===== config.mk =====
export PLATFORM = sky130hd
export DESIGN_NAME = apu_pulse_top
export DESIGN_NICKNAME = d
export VERILOG_FILES = /design/src/apu_pkg.sv /design/src/apu_frame_seq.sv /design/src/apu_length_counter.sv /design/src/apu_pulse.sv /design/src/apu_pulse_top.sv /design/src/apu_sample_out.sv
export SDC_FILE = /design/constraint.sdc
export NUM_CORES = 1
export LEC_CHECK = 0
export BUFFER_PORTS_ARGS = -buffer_cell sky130_fd_sc_hd__buf_4
export CAP_MARGIN = 40
export CORE_ASPECT_RATIO = 1.4
export CORE_UTILIZATION = 64
export DETAILED_ROUTE_END_ITERATION = 6
export MAX_ROUTING_LAYER = met4
export PLACE_DENSITY = 0.83
export SLEW_MARGIN = 20
export SYNTH_ARGS = -nofsm -noshare
export SYNTH_HDL_FRONTEND = slang
export SYNTH_SLANG_ARGS = --single-unit

===== constraint.sdc =====
create_clock -name clk -period 5.8 [get_ports clk]
set_input_delay 0.58 -clock clk [delete_from_list [all_inputs] [get_ports clk]]
set_output_delay 0.58 -clock clk [all_outputs]
set_load 0.1 [all_outputs]

===== src/apu_pkg.sv =====
`default_nettype none

package apu_pkg;

	typedef logic [3:0]  level_t;
	typedef logic [10:0] period_t;
	typedef logic [4:0]  len_idx_t;
	typedef logic [7:0]  len_cnt_t;
	typedef logic [4:0]  bus_addr_t;
	typedef logic [7:0]  bus_data_t;
	typedef logic [3:0]  credit_t;
	typedef logic [7:0]  ovr_cnt_t;
	typedef logic [1:0]  duty_t;

	localparam bus_addr_t ADDR_DUTY   = 5'h00;
	localparam bus_addr_t ADDR_SWEEP  = 5'h01;
	localparam bus_addr_t ADDR_TLO    = 5'h02;
	localparam bus_addr_t ADDR_THI    = 5'h03;
	localparam bus_addr_t ADDR_STATUS = 5'h15;

	// Length counter load values indexed by the 5-bit field of THI
	localparam len_cnt_t LEN_TABLE [32] = '{
		8'd10,  8'd254, 8'd20,  8'd2,   8'd40,  8'd4,   8'd80,  8'd6,
		8'd160, 8'd8,   8'd60,  8'd10,  8'd14,  8'd12,  8'd26,  8'd14,
		8'd12,  8'd16,  8'd24,  8'd18,  8'd48,  8'd20,  8'd96,  8'd22,
		8'd192, 8'd24,  8'd72,  8'd26,  8'd16,  8'd28,  8'd32,  8'd30
	};

	// Bit n is the output at sequencer step n; steps count down from 0
	localparam logic [7:0] DUTY_PAT [4] = '{
		8'b1000_0000,
		8'b1100_0000,
		8'b1111_0000,
		8'b0011_1111
	};

	typedef enum logic [1:0] {
		STEP_0,
		STEP_1,
		STEP_2,
		STEP_3
	} frame_step_e;

endpackage

`default_nettype wire


===== src/apu_frame_seq.sv =====
`timescale 1ns/1ps
`default_nettype none

module apu_frame_seq #(
	parameter int APU_DIV   = 2,
	parameter int FRAME_DIV = 64
) (
	input  wire  clk,
	input  wire  rst_n,
	output logic apu_tick,
	output logic qframe,
	output logic hframe
);

	localparam int DW = (APU_DIV > 1) ? $clog2(APU_DIV) : 1;
	localparam int FW = (FRAME_DIV > 1) ? $clog2(FRAME_DIV) : 1;

	logic [DW-1:0] div_cnt;
	logic [FW-1:0] frame_cnt;
	logic apu_wrap;
	logic frame_wrap;
	apu_pkg::frame_step_e step;

	assign apu_wrap = (div_cnt == DW'(APU_DIV - 1));
	assign frame_wrap = apu_wrap && (frame_cnt == FW'(FRAME_DIV - 1));

	always_ff @(posedge clk or negedge rst_n) begin
		if (!rst_n) begin
			div_cnt   <= '0;
			frame_cnt <= '0;
			step      <= apu_pkg::STEP_0;
			apu_tick  <= 1'b0;
			qframe    <= 1'b0;
			hframe    <= 1'b0;
		end else begin
			div_cnt  <= apu_wrap ? '0 : div_cnt + 1'b1;
			apu_tick <= apu_wrap;
			qframe   <= frame_wrap;
			// Half frame closes steps 1 and 3
			hframe   <= frame_wrap &&
				(step == apu_pkg::STEP_1 || step == apu_pkg::STEP_3);
			if (apu_wrap)
				frame_cnt <= frame_wrap ? '0 : frame_cnt + 1'b1;
			if (frame_wrap)
				step <= apu_pkg::frame_step_e'(step + 2'd1);
		end
	end

endmodule

`default_nettype wire


===== src/apu_length_counter.sv =====
`timescale 1ns/1ps
`default_nettype none

module apu_length_counter (
	input  wire                clk,
	input  wire                rst_n,
	input  wire                hframe,
	input  wire                en,
	input  wire                halt,
	input  wire                load,
	input  apu_pkg::len_idx_t  idx,
	output logic               gate
);

	apu_pkg::len_cnt_t count;

	always_ff @(posedge clk or negedge rst_n) begin
		if (!rst_n) begin
			count <= '0;
		end else if (!en) begin
			count <= '0;
		end else if (load) begin
			count <= apu_pkg::LEN_TABLE[idx];
		end else if (hframe && !halt && count != '0) begin
			count <= count - 1'b1;
		end
	end

	assign gate = (count != '0);

endmodule

`default_nettype wire


===== src/apu_pulse.sv =====
`timescale 1ns/1ps
`default_nettype none

module apu_pulse #(
	parameter bit SWEEP_ONES = 1'b1
) (
	input  wire                 clk,
	input  wire                 rst_n,
	input  wire                 apu_tick,
	input  wire                 qframe,
	input  wire                 hframe,
	input  wire                 bus_we,
	input  apu_pkg::bus_addr_t  bus_addr,
	input  apu_pkg::bus_data_t  bus_data,
	output apu_pkg::level_t     level
);

	logic duty_we;
	logic swp_we;
	logic tlo_we;
	logic thi_we;
	logic stat_we;

	assign duty_we = bus_we && bus_addr == apu_pkg::ADDR_DUTY;
	assign swp_we  = bus_we && bus_addr == apu_pkg::ADDR_SWEEP;
	assign tlo_we  = bus_we && bus_addr == apu_pkg::ADDR_TLO;
	assign thi_we  = bus_we && bus_addr == apu_pkg::ADDR_THI;
	assign stat_we = bus_we && bus_addr == apu_pkg::ADDR_STATUS;

	apu_pkg::duty_t   duty;
	apu_pkg::level_t  vol;
	apu_pkg::period_t period;
	logic halt;
	logic const_vol;
	logic swp_en;
	logic swp_neg;
	logic [2:0] swp_period;
	logic [2:0] swp_shift;
	logic en;

	always_ff @(posedge clk or negedge rst_n) begin
		if (!rst_n) begin
			duty       <= '0;
			halt       <= 1'b0;
			const_vol  <= 1'b0;
			vol        <= '0;
			swp_en     <= 1'b0;
			swp_period <= '0;
			swp_neg    <= 1'b0;
			swp_shift  <= '0;
			en         <= 1'b0;
		end else begin
			if (duty_we)
				{duty, halt, const_vol, vol} <= bus_data;
			if (swp_we)
				{swp_en, swp_period, swp_neg, swp_shift} <= bus_data;
			if (stat_we)
				en <= bus_data[0];
		end
	end

	// Envelope restarts on the quarter frame after a THI write
	logic env_start;
	apu_pkg::level_t env_div;
	apu_pkg::level_t env_cnt;

	always_ff @(posedge clk or negedge rst_n) begin
		if (!rst_n) begin
			env_start <= 1'b0;
			env_div   <= '0;
			env_cnt   <= '0;
		end else begin
			if (thi_we)
				env_start <= 1'b1;
			else if (qframe)
				env_start <= 1'b0;
			if (qframe) begin
				if (env_start) begin
					env_div <= vol;
					env_cnt <= 4'hf;
				end else if (env_div == '0) begin
					env_div <= vol;
					if (env_cnt != '0)
						env_cnt <= env_cnt - 1'b1;
					else if (halt)
						env_cnt <= 4'hf;
				end else begin
					env_div <= env_div - 1'b1;
				end
			end
		end
	end

	// Sweep target; carry out of the add means overflow
	apu_pkg::period_t shifted;
	logic [11:0] swp_sum;
	logic swp_mute;
	logic swp_apply;
	logic swp_reload;
	logic [2:0] swp_div;

	assign shifted = period >> swp_shift;

	always_comb begin
		if (swp_neg)
			swp_sum = {1'b0, period} - {1'b0, shifted} - 12'(SWEEP_ONES);
		else
			swp_sum = {1'b0, period} + {1'b0, shifted};
	end

	assign swp_mute  = !swp_neg && swp_sum[11];
	assign swp_apply = hframe && swp_en && swp_div == '0 && swp_shift != '0 && !swp_sum[11];

	always_ff @(posedge clk or negedge rst_n) begin
		if (!rst_n) begin
			swp_reload <= 1'b0;
			swp_div    <= '0;
		end else begin
			if (swp_we)
				swp_reload <= 1'b1;
			else if (hframe)
				swp_reload <= 1'b0;
			if (hframe) begin
				if (swp_reload || swp_div == '0)
					swp_div <= swp_period;
				else
					swp_div <= swp_div - 1'b1;
			end
		end
	end

	always_ff @(posedge clk or negedge rst_n) begin
		if (!rst_n)
			period <= '0;
		else if (tlo_we)
			period[7:0] <= bus_data;
		else if (thi_we)
			period[10:8] <= bus_data[2:0];
		else if (swp_apply)
			period <= swp_sum[10:0];
	end

	// Timer and duty sequencer
	apu_pkg::period_t timer_cnt;
	logic [2:0] seq_step;

	always_ff @(posedge clk or negedge rst_n) begin
		if (!rst_n) begin
			timer_cnt <= '0;
			seq_step  <= '0;
		end else if (thi_we) begin
			timer_cnt <= {bus_data[2:0], period[7:0]};
			seq_step  <= '0;
		end else if (apu_tick) begin
			if (timer_cnt == '0) begin
				timer_cnt <= period;
				seq_step  <= seq_step - 1'b1;
			end else begin
				timer_cnt <= timer_cnt - 1'b1;
			end
		end
	end

	logic len_gate;

	apu_length_counter u_length (
		.clk    (clk),
		.rst_n  (rst_n),
		.hframe (hframe),
		.en     (en),
		.halt   (halt),
		.load   (thi_we && en),
		.idx    (apu_pkg::len_idx_t'(bus_data[7:3])),
		.gate   (len_gate)
	);

	logic gate;

	assign gate = en && len_gate && !swp_mute && period[10:3] != '0 &&
		apu_pkg::DUTY_PAT[duty][seq_step];

	always_ff @(posedge clk or negedge rst_n) begin
		if (!rst_n)
			level <= '0;
		else
			level <= gate ? (const_vol ? vol : env_cnt) : '0;
	end

endmodule

`default_nettype wire


===== src/apu_pulse_top.sv =====
`timescale 1ns/1ps
`default_nettype none

module apu_pulse_top #(
	parameter int APU_DIV     = 2,
	parameter int FRAME_DIV   = 64,
	parameter int SAMPLE_DIV  = 16,
	parameter int MAX_CREDITS = 4,
	parameter bit SWEEP_ONES  = 1'b1
) (
	input  wire                 clk,
	input  wire                 rst_n,
	input  wire                 bus_we,
	input  apu_pkg::bus_addr_t  bus_addr,
	input  apu_pkg::bus_data_t  bus_data,
	input  wire                 sample_credit,
	output logic                sample_valid,
	output apu_pkg::level_t     sample,
	output apu_pkg::ovr_cnt_t   overruns
);

	logic apu_tick;
	logic qframe;
	logic hframe;
	apu_pkg::level_t level;

	apu_frame_seq #(
		.APU_DIV   (APU_DIV),
		.FRAME_DIV (FRAME_DIV)
	) u_frame_seq (
		.clk      (clk),
		.rst_n    (rst_n),
		.apu_tick (apu_tick),
		.qframe   (qframe),
		.hframe   (hframe)
	);

	apu_pulse #(
		.SWEEP_ONES (SWEEP_ONES)
	) u_pulse (
		.clk      (clk),
		.rst_n    (rst_n),
		.apu_tick (apu_tick),
		.qframe   (qframe),
		.hframe   (hframe),
		.bus_we   (bus_we),
		.bus_addr (bus_addr),
		.bus_data (bus_data),
		.level    (level)
	);

	apu_sample_out #(
		.SAMPLE_DIV  (SAMPLE_DIV),
		.MAX_CREDITS (MAX_CREDITS)
	) u_sample_out (
		.clk           (clk),
		.rst_n         (rst_n),
		.level         (level),
		.sample_credit (sample_credit),
		.sample_valid  (sample_valid),
		.sample        (sample),
		.overruns      (overruns)
	);

endmodule

`default_nettype wire


===== src/apu_sample_out.sv =====
`timescale 1ns/1ps
`default_nettype none

module apu_sample_out #(
	parameter int SAMPLE_DIV  = 16,
	parameter int MAX_CREDITS = 4
) (
	input  wire                clk,
	input  wire                rst_n,
	input  apu_pkg::level_t    level,
	input  wire                sample_credit,
	output logic               sample_valid,
	output apu_pkg::level_t    sample,
	output apu_pkg::ovr_cnt_t  overruns
);

	localparam int RW = (SAMPLE_DIV > 1) ? $clog2(SAMPLE_DIV) : 1;
	localparam apu_pkg::credit_t CREDIT_MAX = apu_pkg::credit_t'(MAX_CREDITS);

	logic [RW-1:0] rate_cnt;
	logic instant;
	logic send;
	logic take_credit;
	apu_pkg::credit_t credits;

	assign instant = (rate_cnt == RW'(SAMPLE_DIV - 1));
	assign send = instant && credits != '0;
	// A returned credit is kept unless the count is already full
	assign take_credit = sample_credit && (credits != CREDIT_MAX || send);

	always_ff @(posedge clk or negedge rst_n) begin
		if (!rst_n) begin
			rate_cnt     <= '0;
			credits      <= CREDIT_MAX;
			sample_valid <= 1'b0;
			overruns     <= '0;
		end else begin
			rate_cnt     <= instant ? '0 : rate_cnt + 1'b1;
			sample_valid <= send;
			credits      <= credits + apu_pkg::credit_t'(take_credit) -
				apu_pkg::credit_t'(send);
			if (instant && !send && overruns != 8'hff)
				overruns <= overruns + 1'b1;
		end
	end

	always_ff @(posedge clk) begin
		if (instant)
			sample <= level;
	end

endmodule

`default_nettype wire

After elaboration in Yosys (flattened, before gate mapping)
Memory sizes are Yosys's and may differ from the RTL's. Index checks and enable logic that the tools add are counted.

RAM bits: 0. Latch bits: 0. Output and inout port bits: 13. Memory bits (read-only): 256. Flip-flop bits (word level): 100. Memories kept: 1.

Memories: (no name shown) (words 32, width 8, rd ports 1, clocked after Yosys merged registers in 0, write ports 0, line apu_length_counter.sv:23) `count <= apu_pkg::LEN_TABLE[idx];`.

Bitwise operators: 3. Reductions and logical operators: 52. Div/mod/pow operators: 0. Shift operators: 1. Multiplexer cells: 37. $mul: 0. Add/sub/neg operators: 16. $lt $le $gt $ge: 3. Equality and inequality tests: 12.

Operators by type and width (count): 8-bit two-way mux (9); 11-bit two-way mux (4); 4-bit two-way mux (9); 1-bit logical AND (23); 8-bit binary-select mux with 2-bit select (1); 8-bit nonzero test (2); 3-bit two-way mux (5); 2-bit nonzero test (7); 11-bit by 11-bit adder with 12-bit output (1); 12-bit two-way mux (1); 11-bit by 11-bit subtractor with 12-bit output (1); 12-bit by 1-bit subtractor with 12-bit output, second input constant (1); 11-bit zero test (1); 11-bit by 3-bit >> shifter with 11-bit output (1); 11-bit by 1-bit subtractor with 11-bit output, second input constant (1); 5-bit by 2-bit == test with 1-bit output, second input constant (2); 8-bit by 1-bit adder with 8-bit output, second input constant (1); 8-bit inequality test, second input constant (1); 4-bit nonzero test (2); 4-bit by 1-bit subtractor with 4-bit output, second input constant (2); 8-bit by 1-bit subtractor with 8-bit output, second input constant (1); 6-bit by 1-bit adder with 6-bit output, second input constant (1); 6-bit == test, second input constant (1); 6-bit greater-or-equal comparator, second input constant (1); other kinds (30) (45).

Depth between registers and ports, before layout
Gate-level depths: netlist of run 1.

Depth after elaboration: 10. Mapped depth: 16. Depth with buffers taken out: 14.

Cells and area by module
From an unflattened synthesis of run 1, not the netlist that was laid out.

Cell total of the unflattened synthesis: 711. Area total of the unflattened synthesis: 6701.4 sq um.

By module, submodules not included: apu_pulse (cells each 487, area each 4322.9 sq um, sequential area each 1476.4 sq um, instances 1); apu_sample_out (cells each 80, area each 977.2 sq um, sequential area each 546.8 sq um, instances 1); apu_length_counter (cells each 106, area each 883.3 sq um, sequential area each 200.2 sq um, instances 1); apu_frame_seq (cells each 38, area each 518.0 sq um, sequential area each 300.3 sq um, instances 1).

Worst setup path after synthesis of run 1
No wires, ideal clock.

Path type: reg-to-reg. From: reg u_pulse.swp_shift[1]. To: reg u_pulse.period[0]. Data required time: 5674 ps. Clock period less this slack: 3183 ps. Slack: 2617 ps. Library setup time: 126 ps. Cell stages (with the launch flop): 13. Arrival: 3057 ps. Cells stage by stage: dfrtp_1 -> clkbuf_1 -> buf_1 -> mux4_2 -> o21ai_0 -> ha_1 -> nand3_1 -> nor2_1 -> a311oi_1 -> o31ai_2 -> o211ai_4 -> nor2_1 -> a221o_1.

Word-level cells in the longest chain between the ends: 8. Elaborated cells between the ends (all ways): 14. Those cells by class: add/sub (3); shift (1); mux (4); reduce/logical (6).

RTL lines: from (decl) (line apu_pulse.sv:38) `logic [2:0] swp_shift;`; from (signal assigned) (line apu_pulse.sv:56) `{swp_en, swp_period, swp_neg, swp_shift} <= bus_data;`; 11-bit by 3-bit >> shifter with 11-bit output (line apu_pulse.sv:102) `assign shifted = period >> swp_shift;`; 11-bit by 11-bit subtractor with 12-bit output (line apu_pulse.sv:106) `swp_sum = {1'b0, period} - {1'b0, shifted} - 12'(SWEEP_ONES);`; 12-bit by 1-bit subtractor with 12-bit output (line apu_pulse.sv:106); 12-bit two-way mux (line apu_pulse.sv:105) `if (swp_neg)`; 1-bit zero test (line apu_pulse.sv:112) `assign swp_apply = hframe && swp_en && swp_div == '0 && swp_shift != '0 && !swp_sum[11];`; 1-bit logical AND (line apu_pulse.sv:112); 2-bit nonzero test (no line); 2-bit AND reduction (no line); to (signal assigned) (line apu_pulse.sv:136) `period[7:0] <= bus_data;`; to (signal assigned) (line apu_pulse.sv:140) `period <= swp_sum[10:0];`; to (decl) (line apu_pulse.sv:32) `apu_pkg::period_t period;`.

Several ways; a longest one is shown, not always the timed one. The select of a mux whose other input is x is not followed. A chain may end at the register's enable or synchronous reset.

Final worst setup path of run 1
Same ends and word-level chain as after synthesis.

==> results.toml, run 1 <==
[synthesis]
yosysMostFrequentCell = "dfrtp_1"
synthArstFlopShare = 0.960
yosys.area.top_type_share = 0.363
synth_edf_count = 4
ys.flop_type = "dfrtp_1"
ys_top_cells_by_count = "dfrtp_1, nor2_1, inv_1, nand2_1, a21oi_1"
synth_top_area_cell = "dfrtp_1"
yosysUniqueCellTypes = 73
synth_area_leaders = "dfrtp_1, ha_1, a21oi_1"
syn_area_sq_um = 6550
synthesis.instances = 710
synth-seq-cells = 100
synth_nets = 779
ys_seq_area_frac = 0.385
synth-warning-count = 0
postSynthAreaPerCell_sq_um = 9.22

[sta]
slew_headroom = 0.464
tightest_slew_ps = 803
whs_ps = 202
drv_slew = 0
tns_ps = 0
hold_viol = 0
setup_viol = 0
fin_skew_ps = 6.46
rsz0062_at_grt = "no"
fin_crit_sh = 0.627
min_period_ps = 3640
clock.fmax_mhz = 275

[floorplan]
row_count = 43
die_h_microns = 122
start_util = 0.658
io_pins = 30
dieArea_sq_um = 10600
fp.dieW_microns = 87.5
core_sq_um = 9950

[layout]
post-route-util = 0.714
antennaDiodeCount = 0
fin_nets = 791
syn_to_final_growth_pct = 8.56
n_fill_cell = 712
drive_above_1_share = 0.118

[routing]
drt_iter0_drc = 360
wl_mm = 15.1
drc_errors = 0
drtPass1Iterations = 5
detail-route-antenna-nets = 0
via_per_inst = 6.18
drt-wirelength-per-cell_microns = 17.6
vias = 5328

[setup_path]
regToRegEndpoint = "u_pulse.period[0]"
arrival_ps = 3860
path_cells = "mux2_2 > o21ai_0 > nand2_1 > o21ai_0 > ha_1 > nand3_1 > nor2_1 > a311oi_1 > o31ai_2 > o211ai_4 > nor2_1 > a221o_1"
rr_startpoint = "u_pulse.swp_shift[1]"
endpoint = "u_pulse.period[0]"
critPathKind = "reg -> reg"
slowest_stage = "dfrtp_1"
crit_start = "u_pulse.swp_shift[1]"
crit_fanout = 19
critPathRequiredTime_ps = 6030
r2r_setup_slack_ps = 2160
startpoint_type = "flip-flop"
crit_path_end_kind = "flip-flop"
cpPeakStageDelay_ps = 740
reg2reg_depth = 12

[placed_design]
gp_congestion = 0.954
io_buffer_count = 29
dp_hpwl_mm = 11.2

[power_and_ir_drop]
peakVddDrop_uv = 254
p_clk_frac = 0.237
power_switching_share = 0.387
power_mw = 2.41
power.density_nw_per_um2 = 339
seqPwrFrac = 0.394
p_int_mw = 1.48
leakage_nw = 3.22
p_comb_frac = 0.369
power_switching_mw = 0.933

[clock_tree]
htreeDepth = 3
cts_root_buffer = "clkbuf_16"
clk_latency_ps = 340
tritoncts = "yes"
cts_resized = 0
cts_buffer_depth = 2
clkSinkCount = 100
cts_hold_buffers = 0
post-cts-setup-buffers = 0
cts_made_buffers = 9
clk_transition_reported_paths_ps = 70

[min_path]
min_path_type = "in -> async"

[grt]
grtUsageTotal = 0.313
grt_pass1_wl_mm = 24.8
grt-ovfl-total = 0
grt_max_degree = 57
grt_antenna_before_repair = 0
grt_pass1_vias = 5305

[flow_run]
drv_cap = 0

[status]
status = "complete, no violations"
-- worst max-delay path, delay by kind of cell (launching register included) --
kind                       cells  cell delay (ps)
AOI/OAI and AO/OA              6             1670
DFF                            1              740
muxes                          1              410
adders and majority gates      1              360
and+or+nand+nor                4              330
-- layout make-up --
type                            instances  area, sq um  share of cell area
Clock buffer                           10          229              0.0322
Clock inverter                          6         50.0             0.00704
Inverter                               57          214              0.0301
Multi-Input combinational cell        523         3690               0.519
Sequential cell                       100         2520               0.355
Tap cell                              135          169              0.0238
Timing Repair Buffer                   31          233              0.0327
-- through the flow --
step	cells	worst slack [ps]	cell area, sq um
after floorplan	710	2620	6550
after global placement	846	2330	6830
after detailed placement	846	2210	6830
after CTS	862	2210	7110
after global routing	862	1920	7110
final	862	2160	7110
-- layer usage --
layer | up-vias | share of wire | track usage | wire length, microns
met5 | - | 0 | - | 0
met4 | 0 | 0.035 | 0.149 | 531
met3 | 45 | 0.046 | 0.0454 | 693
met2 | 173 | 0.54 | 0.559 | 8200
met1 | 2586 | 0.38 | 0.335 | 5720
li1 | 2524 | - | - | -
-- placed cells by master (no fill, tap or decap), drive strengths merged, types with 5 or more instances in the layout --
cell | synthesis | layout
o211ai | 11 | 11
nand2 | 54 | 54
dfrtp | 95 | 95
nor2b | 13 | 13
o22ai | 5 | 5
and3 | 7 | 7
buf | 10 | 31
nand3 | 13 | 13
xor2 | 14 | 14
or2 | 5 | 5
clkbuf | 20 | 10
xnor2 | 21 | 21
o21a | 6 | 6
nor3b | 6 | 6
o21ai | 53 | 53
and2 | 5 | 5
mux2 | 17 | 17
a22oi | 5 | 5
nand2b | 11 | 11
or3 | 6 | 6
a211oi | 7 | 7
nor3 | 17 | 17
a31oi | 12 | 12
inv | 57 | 59
nor2 | 59 | 59
ha | 49 | 49
nand4 | 6 | 6
a21oi | 51 | 51
mux2i | 23 | 23
-- power groups by stage --
stage                     sequential, mW  combinational (mW)  clock (mW)
after floorplan                    0.909               0.698           0
after global placement             0.946               0.849           0
after detailed placement           0.956               0.881           0
after CTS                          0.943               0.888       0.580
after global routing               0.962               0.992       0.607
final                              0.948               0.889       0.571
-- cell families (layout without fill, tap and decap cells) --
group,count (synthesis),after routing,share of synthesized area
DFF,100,100,0.385
and+or+nand+nor,214,214,0.167
buffers and inverters,87,104,0.0510
xor gates and xnor gates,35,35,0.0468
AOI/OAI and AO/OA,180,180,0.176
muxes,42,42,0.0713
adders and majority gates,52,52,0.103
-- registers in the layout, summed over array words and instances, names as in the netlist, 2 cells and up --
name	flops
u_pulse.swp_div	3
u_pulse.period	11
u_pulse.vol	4
u_pulse.level	4
u_pulse.swp_period	3
u_sample_out.sample	4
u_pulse.seq_step	3
u_sample_out.credits	4
u_pulse.timer_cnt	11
u_frame_seq.frame_cnt	6
u_sample_out.rate_cnt	4
u_pulse.u_length.count	8
u_frame_seq.step	2
u_pulse.swp_shift	3
u_pulse.duty	2
u_sample_out.overruns	8
u_pulse.env_div	4
u_pulse.env_cnt	4
-- worst min path at each step --
stage,end,startpoint,depth (start not counted),slack [ps]
after global routing,u_pulse.env_div[0],rst_n,1,250
after detailed placement,u_sample_out.sample[0],u_pulse.level[0],0,410
final,u_pulse.env_div[2],rst_n,1,200
after floorplan,u_frame_seq.apu_tick,rst_n,0,280
after global placement,u_sample_out.sample[2],u_pulse.level[2],0,410
after CTS,u_pulse.env_cnt[1],rst_n,1,210
No activity file was read; power rests on OpenSTA's default activity.
==> run 2: changes to the inputs <==
--- a/config.mk
+++ b/config.mk
@@ -5,13 +5,14 @@
 export SDC_FILE = /design/constraint.sdc
 export NUM_CORES = 1
 export LEC_CHECK = 0
+export ABC_AREA = 1
 export BUFFER_PORTS_ARGS = -buffer_cell sky130_fd_sc_hd__buf_4
 export CAP_MARGIN = 40
 export CORE_ASPECT_RATIO = 1.4
-export CORE_UTILIZATION = 64
+export CORE_UTILIZATION = 57
 export DETAILED_ROUTE_END_ITERATION = 6
 export MAX_ROUTING_LAYER = met4
-export PLACE_DENSITY = 0.83
+export PLACE_DENSITY = 0.79
 export SLEW_MARGIN = 20
 export SYNTH_ARGS = -nofsm -noshare
 export SYNTH_HDL_FRONTEND = slang
==> constraint.sdc (replaced) <==
create_clock -name clk -period 2.92 [get_ports clk]
set_input_delay 0.292 -clock clk [delete_from_list [all_inputs] [get_ports clk]]
set_output_delay 0.292 -clock clk [all_outputs]
set_load 0.1 [all_outputs]
==> run 2 against run 1 <==
  * Maximum frequency up 33%
  * Critical path depth increased by 7
  * Count of clock-buffer cells in the layout increased by 2
  * Critical path type unchanged
  * Critical endpoint is now u_pulse.period[8]
  * Largest cell class unchanged
  * Highest routed layer unchanged
==> results.toml, run 2 <==
[setup_path]
crit_start = "u_pulse.period[3]"
crit_path_frequent_cell = "nand2_1"
cpPeakStageDelay_ps = 570
rr_startpoint = "u_pulse.period[3]"
crit_path_end_kind = "flip-flop"
crit_fanout = 7
critPathRequiredTime_ps = 3160
path_cells = "inv_1 > o21ai_0 > o211ai_1 > o21ai_1 > inv_1 > ha_1 > inv_1 > nand2_1 > nand2_1 > nand2_1 > nand3_1 > nand2_1 > nand2_1 > nand2_1 > nand2_1 > nand3_1 > nand2_1 > nand2_1 > nand2_1"
startpoint_type = "flip-flop"
slowest_stage = "dfrtp_1"
critPathKind = "reg -> reg"
reg2reg_depth = 19
arrival_ps = 2980

[sta]
tightest_slew_ps = 593
slew_headroom = 0.604
setup_slack_ps = 178
clock.fmax_mhz = 365
fin_skew_ps = 5.63
min_period_ps = 2740
drv_slew = 0
hold_viol = 0
fin_crit_sh = 0.939
setup_viol = 0
tns_ps = 0

[layout]
fin_nets = 1038
n_fill_cell = 1015
syn_to_final_growth_pct = 13.1
post-route-util = 0.671
reg_top3 = "u_pulse.period (11), u_pulse.timer_cnt (11)"
mostFrequentLayoutCells = "nand2_1, inv_1, dfrtp_1"
finalNonFillerCells = 1118
layout_commonest_cell = "nand2_1"
drive_above_1_share = 0.123
antennaDiodeCount = 0

[clock_tree]
htreeDepth = 3
cts_made_buffers = 9
clk_latency_ps = 350
clk_transition_reported_paths_ps = 70
tritoncts = "yes"
clkSinkCount = 100
cts_buffer_depth = 2
cts_root_buffer = "clkbuf_16"

[grt]
grt_pass1_wl_mm = 27.6
grt-ovfl-total = 0
grt_pass1_vias = 5987
grt_max_degree = 52
grtUsageTotal = 0.291
grt_antenna_before_repair = 0

[routing]
vias = 6322
drc_errors = 0
wl_mm = 16.7
via_per_inst = 5.65
detail-route-antenna-nets = 0
drt_iter0_drc = 430
drtPass1Iterations = 5
drt-wirelength-per-cell_microns = 14.9

[synthesis]
synth-seq-cells = 100
yosys.area.top_type_share = 0.348
ys.flop_type = "dfrtp_1"
synth_nets = 987
synth_area_leaders = "dfrtp_1, nand2_1, ha_1"
synthArstFlopShare = 0.960
yosysMostFrequentCell = "nand2_1"
ys_top_cells_by_count = "nand2_1, inv_1, dfrtp_1, o21ai_0, nor2_1"
postSynthAreaPerCell_sq_um = 7.43
synth-warning-count = 0
yosysUniqueCellTypes = 47
syn_area_sq_um = 6820
synth_top_area_cell = "dfrtp_1"
synthesis.instances = 918
synth_edf_count = 4
ys_seq_area_frac = 0.370

[power_and_ir_drop]
peakVddDrop_uv = 595
leakage_nw = 3.93
power.density_nw_per_um2 = 778

[placed_design]
place_inst = 1092
io_buffer_count = 29
dp_hpwl_mm = 12.6
dp_slack_ps = -92.4
gp_congestion = 1.06

[floorplan]
dieArea_sq_um = 12400
fp.dieW_microns = 94.5
core_sq_um = 11500
start_util = 0.593
row_count = 46
die_h_microns = 131
io_pins = 30

[status]
status = "complete, no violations"

[min_path]
hold_depth = 3
min_from = "bus_data[1]"
min_path_type = "in -> reg"

[flow_run]
drv_cap = 0
[run 2: layer usage]
metal | track usage | wire, microns
met1 | 0.344 | 6740
met4 | 0.164 | 737
met5 | - | 0
met3 | 0.0289 | 661
met2 | 0.478 | 8520
[run 2: critical path: cells and delay by family, from the launching register on]
kind                     cells  cell delay (ps)
flip-flops                   1              570
AND/OR/NAND/NOR             12              880
buffers and inverters        3              310
AO/OA/AOI/OAI                3              500
adder cells (fa/ha/maj)      1              380
[run 2: worst paths after layout]
check / to / slack, ps
setup / recovery: u_pulse.period[8] / 180
hold / removal: u_pulse.timer_cnt[9] / 240
setup reg to reg: u_pulse.period[8] / 180
hold reg to reg: u_sample_out.sample[2] / 420
max in group asynchronous: u_pulse.period[3] / 1770
min in group asynchronous: u_pulse.env_cnt[3] / 490
[run 2: repair_timing]
item | CTS | global route
resized for setup | 2 | 36
hold buffers | 1 | 0
gates cloned | 0 | 2
setup buffers | 0 | 7
endpoints found under the setup margin | 11 | 15
pin swaps | 0 | 7
endpoints found under the hold margin | 44 | 0
[run 2: through the flow]
step / power, mW / area, sq um / hold WS, ps
5_1_grt: 6.48 / 7720 / 245
2_1_floorplan: 3.89 / 6820 / -3.59
4_1_cts: 5.76 / 7560 / 227
6_report: 6.01 / 7720 / 237
3_3_place_gp: 4.61 / 7280 / 336
3_5_place_dp: 4.66 / 7280 / 339
[run 2: logic make-up after synthesis]
kind of cell | Yosys count | synth area share
buf+inv | 156 | 0.0904
compound gates | 176 | 0.145
xor+xnor | 24 | 0.0308
fa+ha+maj | 52 | 0.0987
simple gates | 410 | 0.265
flops | 100 | 0.370
[run 2: area by class of cell]
type,instances,area (sq um),area share
Clock buffer,12,236,0.0306
Clock inverter,4,25.0,0.00324
Inverter,136,514,0.0666
Multi-Input combinational cell,663,3790,0.491
Sequential cell,100,2520,0.327
Tap cell,144,180,0.0233
Timing Repair Buffer,58,445,0.0577
Timing Repair inverter,1,5.00,0.000648
[run 2: power breakdown]
part | total (mW) | leakage [nW] | internal (mW) | switching (mW)
Sequential | 1.89 | 1.28 | 1.65 | 0.242
Clock | 1.09 | 0.125 | 0.578 | 0.510
Combinational | 3.02 | 2.53 | 1.17 | 1.85
Total | 6.01 | 3.93 | 3.40 | 2.60
